$ cat src/source/fetch_cfg.svh
`ifndef FETCH_CFG_SVH
`define FETCH_CFG_SVH

// Data and address width
`define FETCH_XLEN 32

// First PC after reset
`define FETCH_RESET_VECTOR 32'h0000_0100

// PC step in bytes
`define FETCH_WORD_BYTES 4

// Direct-mapped cache depth, one word per line
`define FETCH_CACHE_LINES 16

// Refill latency in cycles
`define FETCH_MISS_CYCLES 4

// Ebreak encoding stops the fetch stage
`define FETCH_HALT_WORD 32'h0010_0073

`endif

$ cat src/source/fetch_pkg.sv
`include "fetch_cfg.svh"

package fetch_pkg;

    ////////////////////////////////////////
    // Fetch address layout
    ////////////////////////////////////////

    // Byte offset inside one word
    localparam int OFFSET_W = $clog2(`FETCH_WORD_BYTES);
    // Line select of the direct-mapped cache
    localparam int INDEX_W  = $clog2(`FETCH_CACHE_LINES);
    // Whatever is left of the address is tag
    localparam int TAG_W    = `FETCH_XLEN - INDEX_W - OFFSET_W;

    // Instruction or address word
    typedef logic [`FETCH_XLEN-1:0] word_t;

    // Cache view of an address
    typedef struct packed {
        logic [TAG_W-1:0]    tag;
        logic [INDEX_W-1:0]  index;
        logic [OFFSET_W-1:0] offset;
    } fetch_addr_fields_t;

    // Same bits read as raw PC or as cache fields
    typedef union packed {
        word_t              raw;
        fetch_addr_fields_t f;
    } fetch_addr_u;

    ////////////////////////////////////////
    // Fetch FSM states
    ////////////////////////////////////////

    typedef enum logic [2:0] {
        IF_RESET,
        IF_FETCH,
        IF_WAIT,
        IF_NEXT,
        IF_HALT
    } fetch_state_e;

endpackage

$ cat src/source/cache_if.sv
`timescale 1ns/100ps

interface cache_if;

    // Fetch request, high for the whole IF_FETCH state
    logic                   req;
    // Current PC, stable while req is high
    fetch_pkg::fetch_addr_u addr;
    // One-cycle answer from the cache
    logic                   done;
    // Instruction word, valid with done
    fetch_pkg::word_t       data;

    // FSM side
    modport ctrl (
        output req,
        input  done,
        input  data
    );

    // Program counter side
    modport pc (
        output addr
    );

    // Cache side
    modport cache (
        input  req,
        input  addr,
        output done,
        output data
    );

endinterface

$ cat src/source/fetch_ctrl.sv
`timescale 1ns/100ps
`include "fetch_cfg.svh"

module fetch_ctrl (
    input  logic             i_clk,
    input  logic             i_reset,
    input  logic             i_pipeline_ready,
    cache_if.ctrl            cache,
    output logic             o_done,
    output fetch_pkg::word_t o_instruction,
    output logic             o_step,
    output logic             o_halted
);

    fetch_pkg::fetch_state_e state_q;
    fetch_pkg::fetch_state_e state_d;
    logic                    accept;
    logic                    is_halt;

    // Pipeline takes the held word
    assign accept  = (state_q == fetch_pkg::IF_WAIT) && i_pipeline_ready;
    // Held word is the ebreak encoding
    assign is_halt = (o_instruction == `FETCH_HALT_WORD);

    ////////////////////////////////////////
    // State register
    ////////////////////////////////////////

    always_ff @(posedge i_clk, posedge i_reset) begin
        if (i_reset) begin
            state_q <= fetch_pkg::IF_RESET;
        end else begin
            state_q <= state_d;
        end
    end

    // Next state
    always_comb begin
        state_d = state_q;
        case (state_q)
            fetch_pkg::IF_RESET: begin
                // PC already sits on the reset vector
                state_d = fetch_pkg::IF_FETCH;
            end
            fetch_pkg::IF_FETCH: begin
                // Stay until the cache answers
                if (cache.done) begin
                    state_d = fetch_pkg::IF_WAIT;
                end
            end
            fetch_pkg::IF_WAIT: begin
                // Halt word stops fetching once taken
                if (accept) begin
                    state_d = is_halt ? fetch_pkg::IF_HALT : fetch_pkg::IF_NEXT;
                end
            end
            fetch_pkg::IF_NEXT: begin
                state_d = fetch_pkg::IF_FETCH;
            end
            fetch_pkg::IF_HALT: begin
                // Only reset leaves this state
                state_d = fetch_pkg::IF_HALT;
            end
            default: begin
                state_d = fetch_pkg::IF_HALT;
            end
        endcase
    end

    ////////////////////////////////////////
    // Outputs to cache, PC and pipeline
    ////////////////////////////////////////

    assign cache.req = (state_q == fetch_pkg::IF_FETCH);
    // PC moves for one cycle only
    assign o_step    = (state_q == fetch_pkg::IF_NEXT);
    assign o_halted  = (state_q == fetch_pkg::IF_HALT);

    // Done flag set by cache answer, cleared by acceptance
    always_ff @(posedge i_clk, posedge i_reset) begin
        if (i_reset) begin
            o_done <= 1'b0;
        end else if (cache.done && cache.req) begin
            o_done <= 1'b1;
        end else if (accept) begin
            o_done <= 1'b0;
        end
    end

    // Instruction captured with the cache answer and held through stalls
    always_ff @(posedge i_clk) begin
        if (cache.done && cache.req) begin
            o_instruction <= cache.data;
        end
    end

endmodule

$ cat src/source/fetch_top.sv
`timescale 1ns/100ps
`include "fetch_cfg.svh"

module fetch_top (
    input  logic                   i_clk,
    input  logic                   i_reset,
    input  logic                   i_pipeline_ready,
    input  logic                   i_pc_load,
    input  logic [`FETCH_XLEN-1:0] i_ext_pc,
    output logic [`FETCH_XLEN-1:0] o_pc,
    output logic [`FETCH_XLEN-1:0] o_instruction,
    output logic                   o_done,
    output logic                   o_halted,
    output logic                   o_mem_req,
    output logic [`FETCH_XLEN-1:0] o_mem_addr,
    input  logic [`FETCH_XLEN-1:0] i_mem_data
);

    // PC step request from the FSM
    logic step;

    // Request and response between FSM, PC and cache
    cache_if u_bus ();

    ////////////////////////////////////////
    // Fetch FSM
    ////////////////////////////////////////

    fetch_ctrl u_fetch_ctrl (
        .i_clk            (i_clk),
        .i_reset          (i_reset),
        .i_pipeline_ready (i_pipeline_ready),
        .cache            (u_bus.ctrl),
        .o_done           (o_done),
        .o_instruction    (o_instruction),
        .o_step           (step),
        .o_halted         (o_halted)
    );

    ////////////////////////////////////////
    // Program counter
    ////////////////////////////////////////

    pc_counter u_pc_counter (
        .i_clk     (i_clk),
        .i_reset   (i_reset),
        .i_step    (step),
        .i_pc_load (i_pc_load),
        .i_ext_pc  (i_ext_pc),
        .cache     (u_bus.pc),
        .o_pc      (o_pc)
    );

    ////////////////////////////////////////
    // Instruction cache
    ////////////////////////////////////////

    icache u_icache (
        .i_clk      (i_clk),
        .i_reset    (i_reset),
        .cache      (u_bus.cache),
        .o_mem_req  (o_mem_req),
        .o_mem_addr (o_mem_addr),
        .i_mem_data (i_mem_data)
    );

endmodule

$ cat src/source/icache.sv
`timescale 1ns/100ps
`include "fetch_cfg.svh"

module icache (
    input  logic             i_clk,
    input  logic             i_reset,
    cache_if.cache           cache,
    output logic             o_mem_req,
    output fetch_pkg::word_t o_mem_addr,
    input  fetch_pkg::word_t i_mem_data
);

    localparam int LINES = `FETCH_CACHE_LINES;

    // Line storage
    fetch_pkg::word_t              data_mem [LINES];
    logic [fetch_pkg::TAG_W-1:0]   tag_mem  [LINES];
    logic [LINES-1:0]              valid_q;

    // Address fields of the current request
    logic [fetch_pkg::TAG_W-1:0]   req_tag;
    logic [fetch_pkg::INDEX_W-1:0] req_index;

    logic                          hit;
    logic                          hit_accept;
    logic                          start_refill;
    logic                          refill_busy;
    logic                          refill_done;
    logic                          done_q;
    fetch_pkg::word_t              data_q;

    ////////////////////////////////////////
    // Lookup
    ////////////////////////////////////////

    assign req_tag   = cache.addr.f.tag;
    assign req_index = cache.addr.f.index;

    // Valid line with matching tag
    assign hit = valid_q[req_index] && (tag_mem[req_index] == req_tag);

    // New request, no answer given yet
    assign hit_accept   = cache.req && hit && !done_q;
    // Miss starts the timer once
    assign start_refill = cache.req && !hit && !done_q && !refill_busy;

    ////////////////////////////////////////
    // Refill from memory
    ////////////////////////////////////////

    miss_timer u_miss_timer (
        .i_clk     (i_clk),
        .i_reset   (i_reset),
        .i_start   (start_refill),
        .o_busy    (refill_busy),
        .o_expired (refill_done)
    );

    // Memory request covers every timer cycle
    assign o_mem_req  = refill_busy;
    // Word address, offset bits dropped
    assign o_mem_addr = cache.addr.raw >> fetch_pkg::OFFSET_W;

    // Valid bits
    always_ff @(posedge i_clk, posedge i_reset) begin
        if (i_reset) begin
            valid_q <= '0;
        end else if (refill_done) begin
            valid_q[req_index] <= 1'b1;
        end
    end

    // Data and tag written in the refill_done cycle
    always_ff @(posedge i_clk) begin
        if (refill_done) begin
            data_mem[req_index] <= i_mem_data;
            tag_mem[req_index]  <= req_tag;
        end
    end

    ////////////////////////////////////////
    // Response
    ////////////////////////////////////////

    // One pulse per request, hit or refill
    always_ff @(posedge i_clk, posedge i_reset) begin
        if (i_reset) begin
            done_q <= 1'b0;
        end else begin
            done_q <= hit_accept || refill_done;
        end
    end

    // Refill word bypasses the array
    always_ff @(posedge i_clk) begin
        if (refill_done) begin
            data_q <= i_mem_data;
        end else if (hit_accept) begin
            data_q <= data_mem[req_index];
        end
    end

    assign cache.done = done_q;
    assign cache.data = data_q;

endmodule

$ cat src/source/miss_timer.sv
`timescale 1ns/100ps
`include "fetch_cfg.svh"

module miss_timer (
    input  logic i_clk,
    input  logic i_reset,
    input  logic i_start,
    output logic o_busy,
    output logic o_expired
);

    // Wide enough to hold the full latency
    localparam int CNT_W = $clog2(`FETCH_MISS_CYCLES + 1);

    logic [CNT_W-1:0] count_q;

    ////////////////////////////////////////
    // Refill down-counter
    ////////////////////////////////////////

    always_ff @(posedge i_clk, posedge i_reset) begin
        if (i_reset) begin
            count_q <= '0;
        end else if (i_start) begin
            count_q <= CNT_W'(`FETCH_MISS_CYCLES);
        end else if (count_q != '0) begin
            count_q <= count_q - 1'b1;
        end
    end

    // One busy cycle per count value
    assign o_busy    = (count_q != '0);
    // Last busy cycle, count hits zero on the next edge
    assign o_expired = (count_q == CNT_W'(1));

endmodule

$ cat src/source/pc_counter.sv
`timescale 1ns/100ps
`include "fetch_cfg.svh"

module pc_counter (
    input  logic             i_clk,
    input  logic             i_reset,
    input  logic             i_step,
    input  logic             i_pc_load,
    input  fetch_pkg::word_t i_ext_pc,
    cache_if.pc              cache,
    output fetch_pkg::word_t o_pc
);

    fetch_pkg::fetch_addr_u pc_q;
    fetch_pkg::word_t       branch_pc;
    fetch_pkg::word_t       seq_pc;

    // Branch target forced even
    assign branch_pc = {i_ext_pc[`FETCH_XLEN-1:1], 1'b0};
    // Next sequential word
    assign seq_pc    = pc_q.raw + fetch_pkg::word_t'(`FETCH_WORD_BYTES);

    ////////////////////////////////////////
    // PC register
    ////////////////////////////////////////

    always_ff @(posedge i_clk, posedge i_reset) begin
        if (i_reset) begin
            pc_q.raw <= `FETCH_RESET_VECTOR;
        end else if (i_step) begin
            // Load wins over the sequential step
            if (i_pc_load) begin
                pc_q.raw <= branch_pc;
            end else begin
                pc_q.raw <= seq_pc;
            end
        end
    end

    // Whole union goes to the cache, it picks the fields
    assign cache.addr = pc_q;
    assign o_pc       = pc_q.raw;

endmodule
$ cat config.mk
export PLATFORM = sky130hd
export DESIGN_NAME = fetch_top
export DESIGN_NICKNAME = d
export VERILOG_FILES = /design/src/source/fetch_pkg.sv /design/src/source/cache_if.sv /design/src/source/fetch_ctrl.sv /design/src/source/fetch_top.sv /design/src/source/icache.sv /design/src/source/miss_timer.sv /design/src/source/pc_counter.sv
export VERILOG_INCLUDE_DIRS = /design/src /design/src/source
export SDC_FILE = /design/constraint.sdc
export NUM_CORES = 1
export LEC_CHECK = 0
export ABC_AREA = 1
export BUFFER_PORTS_ARGS = -buffer_cell sky130_fd_sc_hd__buf_2
export CORE_MARGIN = 5
export CORE_UTILIZATION = 55
export CTS_CLUSTER_SIZE = 20
export DETAILED_ROUTE_END_ITERATION = 8
export PLACE_DENSITY = 0.8
export SLEW_MARGIN = 20
export SYNTH_ARGS = -nofsm -noshare
export SYNTH_HDL_FRONTEND = slang
export SYNTH_SLANG_ARGS = --single-unit
$ cat constraint.sdc
create_clock -name i_clk -period 5.6 [get_ports i_clk]
set_input_delay 0.28 -clock i_clk [delete_from_list [all_inputs] [get_ports i_clk]]
set_output_delay 0.28 -clock i_clk [all_outputs]
set_load 0.03 [all_outputs]
; ---- Word level (Yosys, flattened, before mapping)
; Memory sizes are Yosys's and may differ from the RTL's. A register that Yosys moved wholly into a read port is not among the register bits.
; Cells that the tools add are included.
[op_classes]
n_lt_le_gt_ge = 2
n_mux = 15
bitwise_logic = 1
n_addsub = 2
eq_ne = 9
n_reduce_logical = 20
[ops]
columns = op, count
row1 = 32-bit by 3-bit adder with 32-bit output (second input constant), 1
row2 = 32-bit by 21-bit == test with 1-bit output (second input constant), 1
row3 = 32-bit 2-to-1 mux, 1
row4 = 26-bit == test, 1
row5 = 16-bit bitwise OR, 1
row6 = 3-bit 2-to-1 mux, 5
row7 = 1-bit logical AND, 9
row8 = 3-bit case mux with 3 select lines, 1
row9 = 3-bit by 1-bit == test with 1-bit output (second input constant), 2
row10 = 3-bit by 2-bit == test with 1-bit output (second input constant), 2
row11 = 1-bit 2-to-1 mux, 6
row12 = 2-bit nonzero test, 3
row13 = 4-bit by 5-bit < comparator with 1-bit output (second input constant), 1
row14 = 1-bit binary-select mux with 4-bit select, 1
row15 = 1-bit demux with 4-bit select, 1
row16 = 4-bit by 1-bit >= comparator with 1-bit output (second input constant), 1
row17 = 2-bit by 1-bit inequality test with 1-bit output (second input constant), 2
row18 = 3-bit == test (second input constant), 1
row19 = 1-bit zero test, 3
row20 = 3-bit zero test, 1
row21 = 3-bit nonzero test, 1
row22 = 3-bit by 1-bit subtractor with 3-bit output (second input constant), 1
row23 = 2-bit AND reduction, 1
row24 = 2-bit OR reduction, 1
row25 = 1-bit logical OR, 1
[word_totals]
elab_cells = 58
in_bits = 68
n_memories = 2
register_bits = 88
ram_bits = 928
output_inout_bits = 99
[mem_list]
columns = name, words, word_bits, rd, rd_ports_with_merged_regs, wr, line
row1 = u_icache.data_mem, 16, 32, 1, 1, 1, icache.sv:16  ; fetch_pkg::word_t data_mem [LINES];
row2 = u_icache.tag_mem, 16, 26, 1, 0, 1, icache.sv:17  ; logic [fetch_pkg::TAG_W-1:0] tag_mem [LINES];

; ---- Longest topological paths before layout
[depth]
ltp_word = 8
mapped_depth = 19
depth_no_buf = 18

; ---- Modules after synthesis
; A second synthesis with hierarchy kept.
[hier_totals]
hier_cells = 3581
hier_area_um2 = 42748.5
[by_module_without_submodules]
columns = module, cells_each, instances, seq_area_each_um2, area_per_inst_um2
row1 = icache, 3057, 1, 29253.1, 38667.1
row2 = pc_counter, 382, 1, 777.0, 2492.4
row3 = fetch_ctrl, 116, 1, 1061.0, 1391.3
row4 = miss_timer, 26, 1, 75.1, 197.7

; ---- Worst setup path before layout
; No wires, ideal clock.
[synth_path]
kind = reg2reg
start = register u_pc_counter.pc_q (netlist bit u_pc_counter.cache.addr[3])
end = memory u_icache.data_mem[13][0] (netlist bit) (enable)
stages_incl_launch_ff = 10
setup_ps = 474
path_buffers = 5
required_ps = 5126
t_arrival_ps = 4321
synth_period_minus_slack_ps = 4795
setup_slack_ps = 805
cell_sequence = dfrtp_1 -> buf_4 -> inv_4 -> buf_4 -> buf_2 -> buf_2 -> clkbuf_1 -> ha_1 -> nand2_1 -> nor2_1
[synth_lines]
columns = element, line
row1 = start: declaration, pc_counter.sv:14  ; fetch_pkg::fetch_addr_u pc_q;
row2 = end: declaration, icache.sv:16
; Straight into the memory's write port.

; ---- Final worst setup path
[layout_path]
start = register u_pc_counter.pc_q (netlist bit u_pc_counter.cache.addr[4])
end = register u_icache.data_q[21] (netlist: u_icache.cache.data[21]), read port of u_icache.data_mem (enable)
[layout_between]
elab_chain_len = 6
word_cells_on_any_way = 8
cone_classes = eq/ne: 1 / mux: 2 / reduce/logical: 4 / memory: 1
[layout_rtl]
columns = element, line
row1 = memory read 16 x 26 bit / 1-bit binary-select mux with 4-bit select (equally long branches), n/a
row2 = 26-bit == test / 1-bit 2-to-1 mux (equally long branches), icache.sv:40  ; assign hit = valid_q[req_index] && (tag_mem[req_index] == req_tag);
row3 = 1-bit logical AND, icache.sv:40
row4 = 1-bit logical AND (2 in a row), icache.sv:43  ; assign hit_accept = cache.req && hit && !done_q;
row5 = 2-bit nonzero test (no source line), n/a
row6 = end: declaration, icache.sv:30  ; fetch_pkg::word_t data_q;
; Parallel ways exist; a longest one is shown, timed or not. The select of a mux whose other input is x is not followed.
; A chain may end at the register's enable or synchronous reset.

==> flow_summary.yaml <==
status:
  status: "completed"
placed_design:
  place_hpwl_mm: 59.0
  placed_area_um2: 44800
  io_buffers: 162
  place.gp.congestion: 0.817
yosys:
  synth_top_family_by_area: "simple AND/OR/NAND/NOR gates"
  postSynthCellCount: 3666
  yosys.area.top_type_share: 0.694
  synth-seq-cells: 1047
  synth_area_leader_cell: "edfxtp_1"
  synth-edff-count: 992
  yosys-top-cells-area: "edfxtp_1, nand2_1, nor2_1, o21ai_0, dfrtp_1"
  yosysSeqAreaShare: 0.726
  yosysMostFrequentCell: "edfxtp_1"
  synthesis.area_um2: 42900
  yosys-top-cells-count: "edfxtp_1, nand2_1, nor2_1, o21ai_0, inv_1"
  synth.area.mux_share: 0
  yosysUniqueCellTypes: 43
  synthSimpleGateAreaFrac: 0.133
  synthAdderAreaFrac: 0.00204
  yosys_most_used_dff: "edfxtp_1"
  syn_avg_cell_area_um2: 11.7
  synthArstFlopShare: 0.0525
  synth_compound_area_frac: 0.0875
  synth_xor_area_frac: 0.00367
  yosys_warnings: 0
sta:
  setup_viol: 0
  fmax_mhz: 218
  skew_ns: 0.0472
  drv_slew: 0
  slew-limit-headroom: 0.304
  period_share: 0.818
  holdWs_ns: 0.0446
  rsz0062_at_grt: "no"
  worstMarginPinSlew_ns: 1.04
  setup_tns_ns: 0
  hold_viol: 0
  min_period_ns: 4.58
power_and_ir_drop:
  sw_frac_of_total: 0.202
  leakagePower_uw: 0.0185
  intPower_uw: 12700
  combPwrFrac: 0.028
  power.density_nw_per_um2: 326
  p_switching_uw: 3210
  vdd_drop_max_uv: 300
  clkPwrFrac: 0.435
  power_uw: 15900
  seqPwrFrac: 0.537
worst_setup_path:
  critPathCaptureType: "flip-flop"
  r2r-start: "u_pc_counter.cache.addr[4]"
  cp.arrival_ns: 4.91
  r2r_cells: 13
  r2r_setup_slack_ns: 1.02
  worstReg2RegEnd: "u_icache.cache.data[21]"
  start_kind: "flip-flop"
  cp_max_fo: 36
  required_ns: 5.93
  crit_type: "reg -> reg"
floorplan:
  std_cell_rows: 102
  pin_count: 167
  die-area_um2: 83700
  die_h_um: 289
  core_area_um2: 77500
  start_util: 0.554
  fp.dieW_um: 289
hold_path:
  hold_depth: 3
  worstHoldStart: "i_ext_pc[26]"
  min_to: "u_pc_counter.cache.addr[26]"
  hold_class: "in -> reg"
layout:
  fill_cells: 5450
  area_delta_synth_final_pct: 13.8
  finish.utilization: 0.630
  final_cell_area_um2: 48800
  antenna_cells: 0
  nets: 3917
  layout-drive-gt1-share: 0.114
clock_network:
  clkTransAtPathRegs_ns: 0.07
  cts.sinks: 1047
  cts_tree: "yes"
  clock_latency_ns: 0.68
  post-cts-setup-buffers: 0
  root_buffer: "clkbuf_16"
  cts_made_buffers: 100
  cts_hold_buf: 64
  ctsResizeCount: 0
  clockBufferDepth: 3
  htree_levels: 3
grt:
  first_global_vias: 28500
  gr-total-overflow: 0
  met1_usage: 0.357
  track_usage: 0.266
  antenna_found_initial: 2
  use_met2: 0.425
  grt_pass1_wl_mm: 169
  met3_usage: 0.0614
  grt_max_degree: 199
  top_usage_layer: "met2"
routing:
  drtIter0Drc: 3990
  wire_per_inst_um: 22.9
  via_per_inst: 5.94
  first_pass_iters: 5
  ant_nets: 0
  vias: 29500
  routed_wl_mm: 114
  drc: 0
flow_run:
  max_cap_violations: 0
==> registers in the layout, indices dropped and copies added, names as in the netlist <==
register / flops
u_icache.cache.done: 1
u_fetch_ctrl.o_instruction: 32
u_pc_counter.cache.addr: 31
u_fetch_ctrl.state_q: 3
u_icache.cache.data: 32
u_icache.data_mem: 512
u_icache.tag_mem: 416
u_icache.valid_q: 16
u_fetch_ctrl.o_done: 1
u_icache.u_miss_timer.count_q: 3
==> logic make-up (layout without fill, tap and decap cells) <==
kind of cell             after synthesis  in the layout
AND/OR/NAND/NOR                     1448           1448
flip-flops                          1047           1047
AO/OA/AOI/OAI                        673            673
buffers and inverters                472            729
XOR/XNOR                              18             18
adder cells (fa/ha/maj)                7              7
other                                  1              3
==> critical path, cell delays in order (launching register included) <==
cell	delay, ns
dfrtp_1	0.54
nand2_2	0.35
clkinv_2	0.81
buf_4	0.53
nand2_1	0.10
nand2_1	0.11
o21ai_1	0.15
nand3_1	0.10
nor2_1	0.13
nand2_1	0.09
nor2_1	0.09
nand2_1	0.23
o21ai_4	0.56
buf_4	0.42
==> through the flow <==
stage	cells	worst slack, ns
floorplan	3668	0.805
global placement	4716	1.32
detailed placement	4716	1.20
CTS	4965	1.18
global route	4965	0.814
finish	4965	1.02
==> per-layer routing <==
metal,up-vias,routed length [µm],part of all wire
li1,13100,-,-
met1,14100,41700,0.37
met2,1947,53100,0.47
met3,328,13900,0.12
met4,4,4870,0.043
met5,-,28,0.00025
==> final cells by class <==
| type | count | area [µm²] | share of cell area |
|---|---|---|---|
| clock buffers | 125 | 2700 | 0.0553 |
| repair buffers | 302 | 2170 | 0.0445 |
| inverters | 242 | 922 | 0.0189 |
| flip-flops and latches | 1047 | 31200 | 0.638 |
| well taps | 1040 | 1300 | 0.0266 |
| multi-input cells | 2149 | 9880 | 0.202 |
| clock inverters | 60 | 688 | 0.0141 |
==> how the worst max path moves through the flow <==
stage                                          start  cells after the start  slack, ns                        to
after floorplan           u_pc_counter.cache.addr[3]                      9       0.81  u_icache.data_mem[13][0]
after global placement    u_pc_counter.cache.addr[2]                     13       1.32   u_icache.cache.data[22]
after detailed placement  u_pc_counter.cache.addr[2]                     13       1.20   u_icache.cache.data[16]
after CTS                 u_pc_counter.cache.addr[2]                     13       1.18   u_icache.cache.data[21]
after global routing      u_pc_counter.cache.addr[4]                     14       0.81   u_icache.cache.data[21]
final                     u_pc_counter.cache.addr[4]                     13       1.02   u_icache.cache.data[21]
==> layout by cell type, fill, tap and decap left out, types with 13 or more instances in the layout <==
cell,instances
a21oi_1,41
a22o_1,13
a41oi_1,20
buf_2,162
buf_4,64
bufinv_16,13
clkbuf_1,17
clkbuf_16,102
clkinv_2,27
dfrtp_1,52
dlygate4sd3_1,64
edfxtp_1,992
inv_1,236
nand2_1,754
nand3_1,88
nor2_1,529
nor2_4,20
nor3_1,21
o21ai_0,364
o21ai_1,63
o22ai_1,145
xor2_1,18
==> power by group through the flow <==
stage / logic (µW) / clock network [µW] / registers [µW]
floorplan: 205 / 0 / 8710
global placement: 384 / 0 / 8700
detailed placement: 394 / 0 / 8700
CTS: 436 / 6960 / 8540
global route: 477 / 7320 / 8530
finish: 444 / 6920 / 8540
Power figures use the tool's default switching activity.
